===== src/design/team_pkg.sv =====
// Shared widths and address map for the multi-team user area
// Team pages are 0x30NN with NN from 1 upwards; team 0 is never decoded
// Slaves decode only the low 16 address bits

package team_pkg;

    // Bus widths
    typedef logic [31:0] wb_addr_t;
    typedef logic [31:0] wb_data_t;
    typedef logic [31:0] la_bus_t;
    typedef logic [15:0] gpio_bus_t;

    // 0 means no team, 1..NUM_TEAMS are real teams
    typedef logic [7:0] team_idx_t;

    // Address pages, compared against wbs_adr_i[31:16]
    localparam logic [7:0]  DESIGN_PREFIX = 8'h30;
    localparam logic [15:0] LA_PAGE       = 16'h3100;
    localparam logic [15:0] GPIO_PAGE     = 16'h3200;

    // Team register offsets
    localparam logic [15:0] REG_SCRATCH = 16'h0000;
    localparam logic [15:0] REG_CTRL    = 16'h0004;
    localparam logic [15:0] REG_COUNT   = 16'h0008;
    localparam logic [15:0] REG_ID      = 16'h000C;

    // LA control offsets
    localparam logic [15:0] REG_LA_SEL  = 16'h0000;
    localparam logic [15:0] REG_LA_SNAP = 16'h0004;

    // GPIO control offsets
    localparam logic [15:0] REG_GPIO_OWNER = 16'h0000;
    localparam logic [15:0] REG_GPIO_MASK  = 16'h0004;
    localparam logic [15:0] REG_GPIO_VALUE = 16'h0008;

endpackage


===== src/design/gpio_control.sv =====
// GPIO pin owner select with per-pin software force
// Outputs only: no output enables and no input path
// Forced pins take the force value regardless of the owner

`timescale 1ns/1ps

module gpio_control
    import team_pkg::*;
#(
    parameter int NUM_TEAMS = 3
) (
    input  logic      wb_clk_i,
    input  logic      rst_i,

    // Wishbone slave
    input  logic      stb_i,
    input  logic      we_i,
    input  wb_addr_t  adr_i,
    input  wb_data_t  dat_i,
    output logic      ack_o,
    output wb_data_t  dat_o,

    // Team GPIO buses and chip pins
    input  gpio_bus_t team_gpio_i [NUM_TEAMS:1],
    output gpio_bus_t gpio_o
);

    team_idx_t gpio_owner;
    gpio_bus_t force_mask;
    gpio_bus_t force_value;
    gpio_bus_t owner_pins;
    logic      access;

    assign access = stb_i && !ack_o;

    always_ff @(posedge wb_clk_i) begin
        if (rst_i) begin
            ack_o <= 1'b0;
        end else begin
            ack_o <= access;
        end
    end

    always_ff @(posedge wb_clk_i) begin
        if (rst_i) begin
            gpio_owner  <= '0;
            force_mask  <= '0;
            force_value <= '0;
        end else if (access && we_i) begin
            case (adr_i[15:0])
                REG_GPIO_OWNER: gpio_owner  <= dat_i[7:0];
                REG_GPIO_MASK:  force_mask  <= dat_i[15:0];
                REG_GPIO_VALUE: force_value <= dat_i[15:0];
                default:        ;
            endcase
        end
    end

    // Owner's pins, zero when no valid owner
    always_comb begin
        owner_pins = '0;
        for (int i = 1; i <= NUM_TEAMS; i++) begin
            if (gpio_owner == team_idx_t'(i)) begin
                owner_pins = team_gpio_i[i];
            end
        end
    end

    // Mask bit set means the pin is forced
    assign gpio_o = (force_mask & force_value) | (~force_mask & owner_pins);

    always_comb begin
        case (adr_i[15:0])
            REG_GPIO_OWNER: dat_o = {24'h000000, gpio_owner};
            REG_GPIO_MASK:  dat_o = {16'h0000, force_mask};
            REG_GPIO_VALUE: dat_o = {16'h0000, force_value};
            default:        dat_o = '0;
        endcase
    end

endmodule


===== src/design/la_control.sv =====
// Logic-analyzer output select with a one-cycle-delayed snapshot
// A select of 0 or above NUM_TEAMS drives zero on the LA outputs
// Only the low 8 bits of a select write are kept

`timescale 1ns/1ps

module la_control
    import team_pkg::*;
#(
    parameter int NUM_TEAMS = 3
) (
    input  logic     wb_clk_i,
    input  logic     rst_i,

    // Wishbone slave
    input  logic     stb_i,
    input  logic     we_i,
    input  wb_addr_t adr_i,
    input  wb_data_t dat_i,
    output logic     ack_o,
    output wb_data_t dat_o,

    // Team LA buses and chip output
    input  la_bus_t  team_la_i [NUM_TEAMS:1],
    output la_bus_t  la_data_o
);

    team_idx_t la_sel;
    la_bus_t   la_snap;
    logic      access;

    assign access = stb_i && !ack_o;

    always_ff @(posedge wb_clk_i) begin
        if (rst_i) begin
            ack_o <= 1'b0;
        end else begin
            ack_o <= access;
        end
    end

    // Select register, snapshot is not writable
    always_ff @(posedge wb_clk_i) begin
        if (rst_i) begin
            la_sel <= '0;
        end else if (access && we_i && adr_i[15:0] == REG_LA_SEL) begin
            la_sel <= dat_i[7:0];
        end
    end

    // Sampled every cycle, so reads lag the live bus by one edge
    always_ff @(posedge wb_clk_i) begin
        if (rst_i) begin
            la_snap <= '0;
        end else begin
            la_snap <= la_data_o;
        end
    end

    // Output mux, out-of-range select falls through to zero
    always_comb begin
        la_data_o = '0;
        for (int i = 1; i <= NUM_TEAMS; i++) begin
            if (la_sel == team_idx_t'(i)) begin
                la_data_o = team_la_i[i];
            end
        end
    end

    always_comb begin
        case (adr_i[15:0])
            REG_LA_SEL:  dat_o = {24'h000000, la_sel};
            REG_LA_SNAP: dat_o = la_snap;
            default:     dat_o = '0;
        endcase
    end

endmodule


===== src/design/team_design.sv =====
// Example team block: scratch, control, free-running counter and team ID
// Byte selects are ignored, every write is a full 32-bit write
// COUNT and ID are read-only; unused offsets read zero but still ack

`timescale 1ns/1ps

module team_design
    import team_pkg::*;
#(
    parameter team_idx_t TEAM_ID = 8'd1
) (
    input  logic      wb_clk_i,
    input  logic      rst_i,

    // Wishbone slave
    input  logic      stb_i,
    input  logic      we_i,
    input  wb_addr_t  adr_i,
    input  wb_data_t  dat_i,
    output logic      ack_o,
    output wb_data_t  dat_o,

    // Peripheral buses
    output la_bus_t   la_data_o,
    output gpio_bus_t gpio_o
);

    wb_data_t scratch;
    wb_data_t ctrl;
    wb_data_t count;
    logic     access;

    // First strobed edge only, so ack lasts one cycle
    assign access = stb_i && !ack_o;

    always_ff @(posedge wb_clk_i) begin
        if (rst_i) begin
            ack_o <= 1'b0;
        end else begin
            ack_o <= access;
        end
    end

    always_ff @(posedge wb_clk_i) begin
        if (rst_i) begin
            scratch <= '0;
            ctrl    <= '0;
        end else if (access && we_i) begin
            case (adr_i[15:0])
                REG_SCRATCH: scratch <= dat_i;
                REG_CTRL:    ctrl    <= dat_i;
                default:     ;
            endcase
        end
    end

    // CTRL bit 0 enables counting
    always_ff @(posedge wb_clk_i) begin
        if (rst_i) begin
            count <= '0;
        end else if (ctrl[0]) begin
            count <= count + 1'b1;
        end
    end

    // Read mux follows the held address
    always_comb begin
        case (adr_i[15:0])
            REG_SCRATCH: dat_o = scratch;
            REG_CTRL:    dat_o = ctrl;
            REG_COUNT:   dat_o = count;
            REG_ID:      dat_o = {24'h000000, TEAM_ID};
            default:     dat_o = '0;
        endcase
    end

    assign la_data_o = count;
    assign gpio_o    = scratch[15:0];

endmodule


===== src/design/team_top.sv =====
// User-area top: interconnect, NUM_TEAMS team blocks, LA and GPIO control
// One outstanding transaction at a time; mapped accesses ack after one cycle
// Write enable and write data fan out to every slave unchanged

`timescale 1ns/1ps

module team_top
    import team_pkg::*;
#(
    parameter int NUM_TEAMS = 3
) (
    input  logic      wb_clk_i,
    input  logic      rst_i,

    // Management Wishbone
    input  logic      wbs_stb_i,
    input  logic      wbs_we_i,
    input  wb_addr_t  wbs_adr_i,
    input  wb_data_t  wbs_dat_i,
    output logic      wbs_ack_o,
    output wb_data_t  wbs_dat_o,

    // Chip outputs
    output la_bus_t   la_data_o,
    output gpio_bus_t gpio_o
);

    logic [NUM_TEAMS:1] designs_stb;
    logic [NUM_TEAMS:1] designs_ack;
    wb_data_t           designs_dat [NUM_TEAMS:1];
    logic               la_control_stb;
    logic               la_control_ack;
    wb_data_t           la_control_dat;
    logic               gpio_control_stb;
    logic               gpio_control_ack;
    wb_data_t           gpio_control_dat;
    wb_addr_t           adr_trunc;
    la_bus_t            team_la [NUM_TEAMS:1];
    gpio_bus_t          team_gpio [NUM_TEAMS:1];

    wb_interconnect #(
        .NUM_TEAMS (NUM_TEAMS)
    ) u_interconnect (
        .wbs_stb_i     (wbs_stb_i),
        .wbs_adr_i     (wbs_adr_i),
        .wbs_ack_o     (wbs_ack_o),
        .wbs_dat_o     (wbs_dat_o),
        .designs_stb_o (designs_stb),
        .la_stb_o      (la_control_stb),
        .gpio_stb_o    (gpio_control_stb),
        .adr_trunc_o   (adr_trunc),
        .designs_dat_i (designs_dat),
        .designs_ack_i (designs_ack),
        .la_dat_i      (la_control_dat),
        .la_ack_i      (la_control_ack),
        .gpio_dat_i    (gpio_control_dat),
        .gpio_ack_i    (gpio_control_ack)
    );

    // Team N lives on page 0x30NN
    for (genvar g = 1; g <= NUM_TEAMS; g++) begin : g_team
        team_design #(
            .TEAM_ID (team_idx_t'(g))
        ) u_team (
            .wb_clk_i  (wb_clk_i),
            .rst_i     (rst_i),
            .stb_i     (designs_stb[g]),
            .we_i      (wbs_we_i),
            .adr_i     (adr_trunc),
            .dat_i     (wbs_dat_i),
            .ack_o     (designs_ack[g]),
            .dat_o     (designs_dat[g]),
            .la_data_o (team_la[g]),
            .gpio_o    (team_gpio[g])
        );
    end

    la_control #(
        .NUM_TEAMS (NUM_TEAMS)
    ) u_la_control (
        .wb_clk_i  (wb_clk_i),
        .rst_i     (rst_i),
        .stb_i     (la_control_stb),
        .we_i      (wbs_we_i),
        .adr_i     (adr_trunc),
        .dat_i     (wbs_dat_i),
        .ack_o     (la_control_ack),
        .dat_o     (la_control_dat),
        .team_la_i (team_la),
        .la_data_o (la_data_o)
    );

    gpio_control #(
        .NUM_TEAMS (NUM_TEAMS)
    ) u_gpio_control (
        .wb_clk_i    (wb_clk_i),
        .rst_i       (rst_i),
        .stb_i       (gpio_control_stb),
        .we_i        (wbs_we_i),
        .adr_i       (adr_trunc),
        .dat_i       (wbs_dat_i),
        .ack_o       (gpio_control_ack),
        .dat_o       (gpio_control_dat),
        .team_gpio_i (team_gpio),
        .gpio_o      (gpio_o)
    );

endmodule


===== src/design/wb_interconnect.sv =====
// Purely combinational page decoder for the management Wishbone bus
// Unmapped pages and team numbers 0 or above NUM_TEAMS get no ack and zero data
// The master must time out such accesses on its own

`timescale 1ns/1ps

module wb_interconnect
    import team_pkg::*;
#(
    parameter int NUM_TEAMS = 3
) (
    // Master side
    input  logic      wbs_stb_i,
    input  wb_addr_t  wbs_adr_i,
    output logic      wbs_ack_o,
    output wb_data_t  wbs_dat_o,

    // Strobes towards the slaves
    output logic [NUM_TEAMS:1] designs_stb_o,
    output logic               la_stb_o,
    output logic               gpio_stb_o,

    // Slaves only see the page offset
    output wb_addr_t adr_trunc_o,

    // Slave responses
    input  wb_data_t           designs_dat_i [NUM_TEAMS:1],
    input  logic [NUM_TEAMS:1] designs_ack_i,
    input  wb_data_t           la_dat_i,
    input  logic               la_ack_i,
    input  wb_data_t           gpio_dat_i,
    input  logic               gpio_ack_i
);

    logic [15:0] page;
    team_idx_t   team_sel;
    logic        team_page;

    assign page      = wbs_adr_i[31:16];
    assign team_sel  = wbs_adr_i[23:16];
    assign team_page = (wbs_adr_i[31:24] == DESIGN_PREFIX);

    assign adr_trunc_o = {16'h0000, wbs_adr_i[15:0]};

    // Control blocks sit on fixed pages
    assign la_stb_o   = (page == LA_PAGE)   ? wbs_stb_i : 1'b0;
    assign gpio_stb_o = (page == GPIO_PAGE) ? wbs_stb_i : 1'b0;

    // One strobe per team, page 0x30NN
    always_comb begin
        for (int i = 1; i <= NUM_TEAMS; i++) begin
            designs_stb_o[i] = (team_page && team_sel == team_idx_t'(i)) ? wbs_stb_i : 1'b0;
        end
    end

    // Return path, zero by default
    always_comb begin
        wbs_dat_o = '0;
        wbs_ack_o = 1'b0;
        if (team_page) begin
            for (int i = 1; i <= NUM_TEAMS; i++) begin
                if (team_sel == team_idx_t'(i)) begin
                    wbs_dat_o = designs_dat_i[i];
                    wbs_ack_o = designs_ack_i[i];
                end
            end
        end else if (page == LA_PAGE) begin
            wbs_dat_o = la_dat_i;
            wbs_ack_o = la_ack_i;
        end else if (page == GPIO_PAGE) begin
            wbs_dat_o = gpio_dat_i;
            wbs_ack_o = gpio_ack_i;
        end
    end

endmodule


===== config.mk =====
export PLATFORM = sky130hd
export DESIGN_NAME = team_top
export DESIGN_NICKNAME = d
export VERILOG_FILES = /design/src/design/team_pkg.sv /design/src/design/gpio_control.sv /design/src/design/la_control.sv /design/src/design/team_design.sv /design/src/design/team_top.sv /design/src/design/wb_interconnect.sv
export SDC_FILE = /design/constraint.sdc
export NUM_CORES = 1
export LEC_CHECK = 0
export BUFFER_PORTS_ARGS = -buffer_cell sky130_fd_sc_hd__buf_4
export CAP_MARGIN = 0
export CELL_PAD_IN_SITES_DETAIL_PLACEMENT = 1
export CELL_PAD_IN_SITES_GLOBAL_PLACEMENT = 1
export CORE_ASPECT_RATIO = 2
export CORE_MARGIN = 1
export CORE_UTILIZATION = 40
export CTS_BUF_LIST = sky130_fd_sc_hd__clkbuf_8
export DETAILED_ROUTE_END_ITERATION = 8
export PLACE_DENSITY = 0.74
export RECOVER_POWER = 100
export SYNTH_ARGS = -nofsm -noshare
export SYNTH_HDL_FRONTEND = slang
export SYNTH_SLANG_ARGS = --single-unit

===== constraint.sdc =====
create_clock -name wb_clk_i -period 8.59 [get_ports wb_clk_i]
set_input_delay 0.859 -clock wb_clk_i [delete_from_list [all_inputs] [get_ports wb_clk_i]]
set_output_delay 0.859 -clock wb_clk_i [all_outputs]
set_load 0.01 [all_outputs]

==> flow_metrics.py <==
metrics = {
    "detailed_routing": {
        "ant_nets": 0,
        "vias": 18800,
        "drt_iter0_drc": 1716,
        "finalWirelength_um": 85500,
        "wl_per_cell_um": 29.1,
        "vias_per_cell": 6.42,
        "drc": 0,
        "drt_pass1_iterations": 7,
    },
    "critical_path": {
        "cp_slowest_cell": "clkdlybuf4s25_1",
        "crit_required_ps": 9050,
        "end_kind": "flop",
        "cp_num_buf_inv": 2,
        "worstPathMaxFanout": 147,
        "critPathLaunchType": "input pin",
        "critPathArrivalTime_ps": 7130,
        "crit_family": "buffers and inverters",
        "cp_cell_sequence": "clkdlybuf4s25_1, buf_4, nand2b_1, or4_1, nor3_1",
        "path_class": "in2reg",
        "slowest_delay_ps": 4590,
    },
    "power": {
        "power.switching_mw": 0.846,
        "powerDensity_nw_per_um2": 173,
        "internal_power_mw": 2.61,
        "leakage_nw": 6.50,
        "peakVddDrop_mv": 0.142,
        "p_seq_share_pct": 50.0,
        "clkPwrFrac_pct": 46.9,
        "p_sw_share_pct": 24.5,
        "p_comb_share_pct": 3.2,
        "finalPower_mw": 3.46,
    },
    "die": {
        "die_area_um2": 45100,
        "rows": 108,
        "die_w_um": 151,
        "pin_count": 149,
        "core_um2": 43500,
        "start_util_pct": 40.6,
        "die_height_um": 299,
    },
    "timing": {
        "tightest_slew_ps": 6320,
        "rsz0062_at_grt": "no",
        "finalHoldViolCount": 0,
        "setup_tns_ps": 0,
        "finalMaxSlewViolations": 283,
        "fmax_ghz": 0.150,
        "relSlewSlack_pct": -321,
        "finalSetupViolCount": 0,
        "hold-worst-slack_ps": 454,
        "fin_crit_sh_pct": 77.6,
        "clock_skew_ps": 30.1,
        "fin_crit_ps": 6670,
    },
    "synth": {
        "synth-compound-area-share_pct": 21.1,
        "synth_seq_area_share_pct": 42.3,
        "synth_top_family_by_area": "simple AND/OR/NAND/NOR gates",
        "syn-instance-count": 2311,
        "syn_avg_cell_area_um2": 7.64,
        "synthFlopType": "dfxtp_1",
        "async_flop_share_pct": 0,
        "ys_warn_count": 0,
        "syn_nets": 2382,
        "synth_edf_count": 0,
        "synthAdderAreaFrac_pct": 0.212,
        "synthDistinctLibCells": 51,
        "synth_xor_area_share_pct": 3.92,
        "synth-simple-area-share_pct": 24.1,
        "ys_ff_latch": 373,
        "synth_area_um2": 17700,
        "muxShareOfSynthArea_pct": 3.79,
    },
    "status": {
        "violations": "max-capacitance violations, max-slew violations",
        "outcome": "finished with violations",
    },
    "clock_tree": {
        "cts_resized": 0,
        "postCtsHoldBufs": 0,
        "clkSinkCount": 373,
        "cts_tree": "done",
        "cts-root-buf": "clkbuf_8",
        "clkTransAtPathRegs_ps": 60,
        "htreeDepth": 2,
        "clk_path_buf_depth": 3,
        "cts_buffers": 56,
        "post_cts_buffers": 0,
        "clk_latency_ps": 660,
    },
    "global_route": {
        "antenna_found_initial": 3,
        "gr-usage-all-layers_pct": 38.0,
        "grt_pass1_vias": 19600,
        "grt_max_degree": 148,
        "grt_pass1_wl_um": 125000,
        "gr-total-overflow": 0,
    },
    "cells_and_area": {
        "final_net_count": 2412,
        "syn_to_final_growth_pct": 12.9,
        "drive_gt1_share_pct": 11.0,
    },
    "placed_design": {
        "gp_congestion": 0.922,
        "hpwl_um": 57200,
        "port_buffers": 148,
    },
    "hold_path": {
        "hp-class": "reg2reg",
    },
    "job": {
        "drv_cap": 6,
    },
}
==> worst paths after layout <==
check                                              start                                     end  slack (ps)  cells past startpoint
setup / recovery                                   rst_i       g_team[1].u_team.ack_o$_SDFF_PP0_        1920                      5
hold / removal    g_team[1].u_team.ctrl[22]$_SDFFE_PP0P_  g_team[1].u_team.ctrl[22]$_SDFFE_PP0P_         450                      2
setup reg to reg     u_la_control.la_sel[1]$_SDFFE_PP0P_      u_la_control.la_snap[9]$_SDFF_PP0_        3860                      4
hold reg to reg   g_team[1].u_team.ctrl[22]$_SDFFE_PP0P_  g_team[1].u_team.ctrl[22]$_SDFFE_PP0P_         450                      2
==> worst reg2reg max path: stages, from the launching register on <==
cell     delay [ps]
dfxtp_1         310
buf_4           500
nor2b_1        2400
a22oi_1        1050
nor3_1          370
==> state kept, by name (all words and copies together) (netlist names) <==
signal,count
g_team.u_team.ack_o,3
g_team.u_team.ctrl,96
g_team.u_team.la_data_o,96
g_team.u_team.scratch,96
u_gpio_control.ack_o,1
u_gpio_control.force_mask,16
u_gpio_control.force_value,16
u_gpio_control.gpio_owner,8
u_la_control.ack_o,1
u_la_control.la_sel,8
u_la_control.la_snap,32
==> cell families (layout without fill, tap and decap cells) <==
family,Yosys count,after routing
buffers and inverters,215,291
muxes,61,61
other,0,1
adders and majority gates,3,3
DFF,373,373
xor gates and xnor gates,79,79
AOI/OAI and AO/OA,595,595
and+or+nand+nor,985,985
==> power by group through the flow <==
| stage | Combinational, mW | Sequential, mW | Clock, mW |
|---|---|---|---|
| detailed placement | 0.106 | 1.77 | 0 |
| finish | 0.109 | 1.73 | 1.62 |
| global placement | 0.105 | 1.77 | 0 |
| global route | 0.113 | 1.73 | 1.72 |
| floorplan | 0.0502 | 1.77 | 0 |
| CTS | 0.107 | 1.73 | 1.63 |
==> cells in the mapped netlist (14+ instances only) <==
library cell | count | area share (%)
and3_1 | 21 | 0.74
clkbuf_1 | 178 | 3.8
mux2i_1 | 14 | 0.79
a31oi_1 | 22 | 0.78
a21oi_1 | 318 | 9.0
o21ai_0 | 36 | 1.0
or3_1 | 19 | 0.67
a222oi_1 | 40 | 2.3
dfxtp_1 | 373 | 42
nand2b_1 | 16 | 0.57
nand4_1 | 30 | 1.1
o31ai_1 | 17 | 0.72
a22oi_1 | 92 | 3.9
nor2_1 | 159 | 3.4
nand2_1 | 587 | 12
mux2_2 | 47 | 3.0
nor3_1 | 59 | 1.7
buf_1 | 19 | 0.40
xnor2_1 | 23 | 1.1
xor2_1 | 56 | 2.8
or4_1 | 14 | 0.59
nand3_1 | 36 | 1.0
==> cells in the final DEF, fill, tap and decap left out, drive strengths merged, types with 16 or more instances in the layout <==
cell type,synthesis,layout
o21ai,36,36
inv,8,23
xor2,56,56
mux2,47,47
a22oi,92,92
nand2,587,587
or3,19,19
dfxtp,373,373
buf,21,103
and3,21,21
o31ai,17,17
clkbuf,186,152
nand3,36,36
nand4,30,30
a21oi,318,318
nor3,59,59
a222oi,40,40
a31oi,22,22
nor2,159,159
xnor2,23,23
nand2b,16,16
==> final cells by class <==
| cell class | count | area, um2 |
|---|---|---|
| Fill cell | 5399 | 23600 |
| Multi-Input combinational cell | 1723 | 9450 |
| Sequential cell | 373 | 7470 |
| Timing Repair Buffer | 179 | 1080 |
| Clock buffer | 77 | 1060 |
| Tap cell | 550 | 688 |
| Clock inverter | 27 | 171 |
| Inverter | 8 | 30.0 |
| Antenna cell | 1 | 2.50 |
==> metrics by stage <==
| step | utilization, % | instance area [um2] | std cells | setup slack, ps |
|---|---|---|---|---|
| floorplan | - | 17700 | 2311 | 4470 |
| global placement | 43.7 | 19000 | 2833 | 3270 |
| detailed placement | 43.7 | 19000 | 2833 | 3280 |
| CTS | 46.5 | 20200 | 2937 | 3270 |
| global route | 45.8 | 19900 | 2938 | 1630 |
| finish | 45.8 | 19900 | 2938 | 1920 |
==> metal layers <==
| metal | up-vias | global-route usage [%] | part of all wire [%] |
|---|---|---|---|
| met5 | - | 0 | 0.036 |
| met2 | 1007 | 65.6 | 49 |
| li1 | 8152 | - | - |
| met3 | 464 | 6.59 | 6.7 |
| met1 | 9221 | 37.4 | 32 |
| met4 | 4 | 36.9 | 12 |
(Power assumes the default switching activity.)
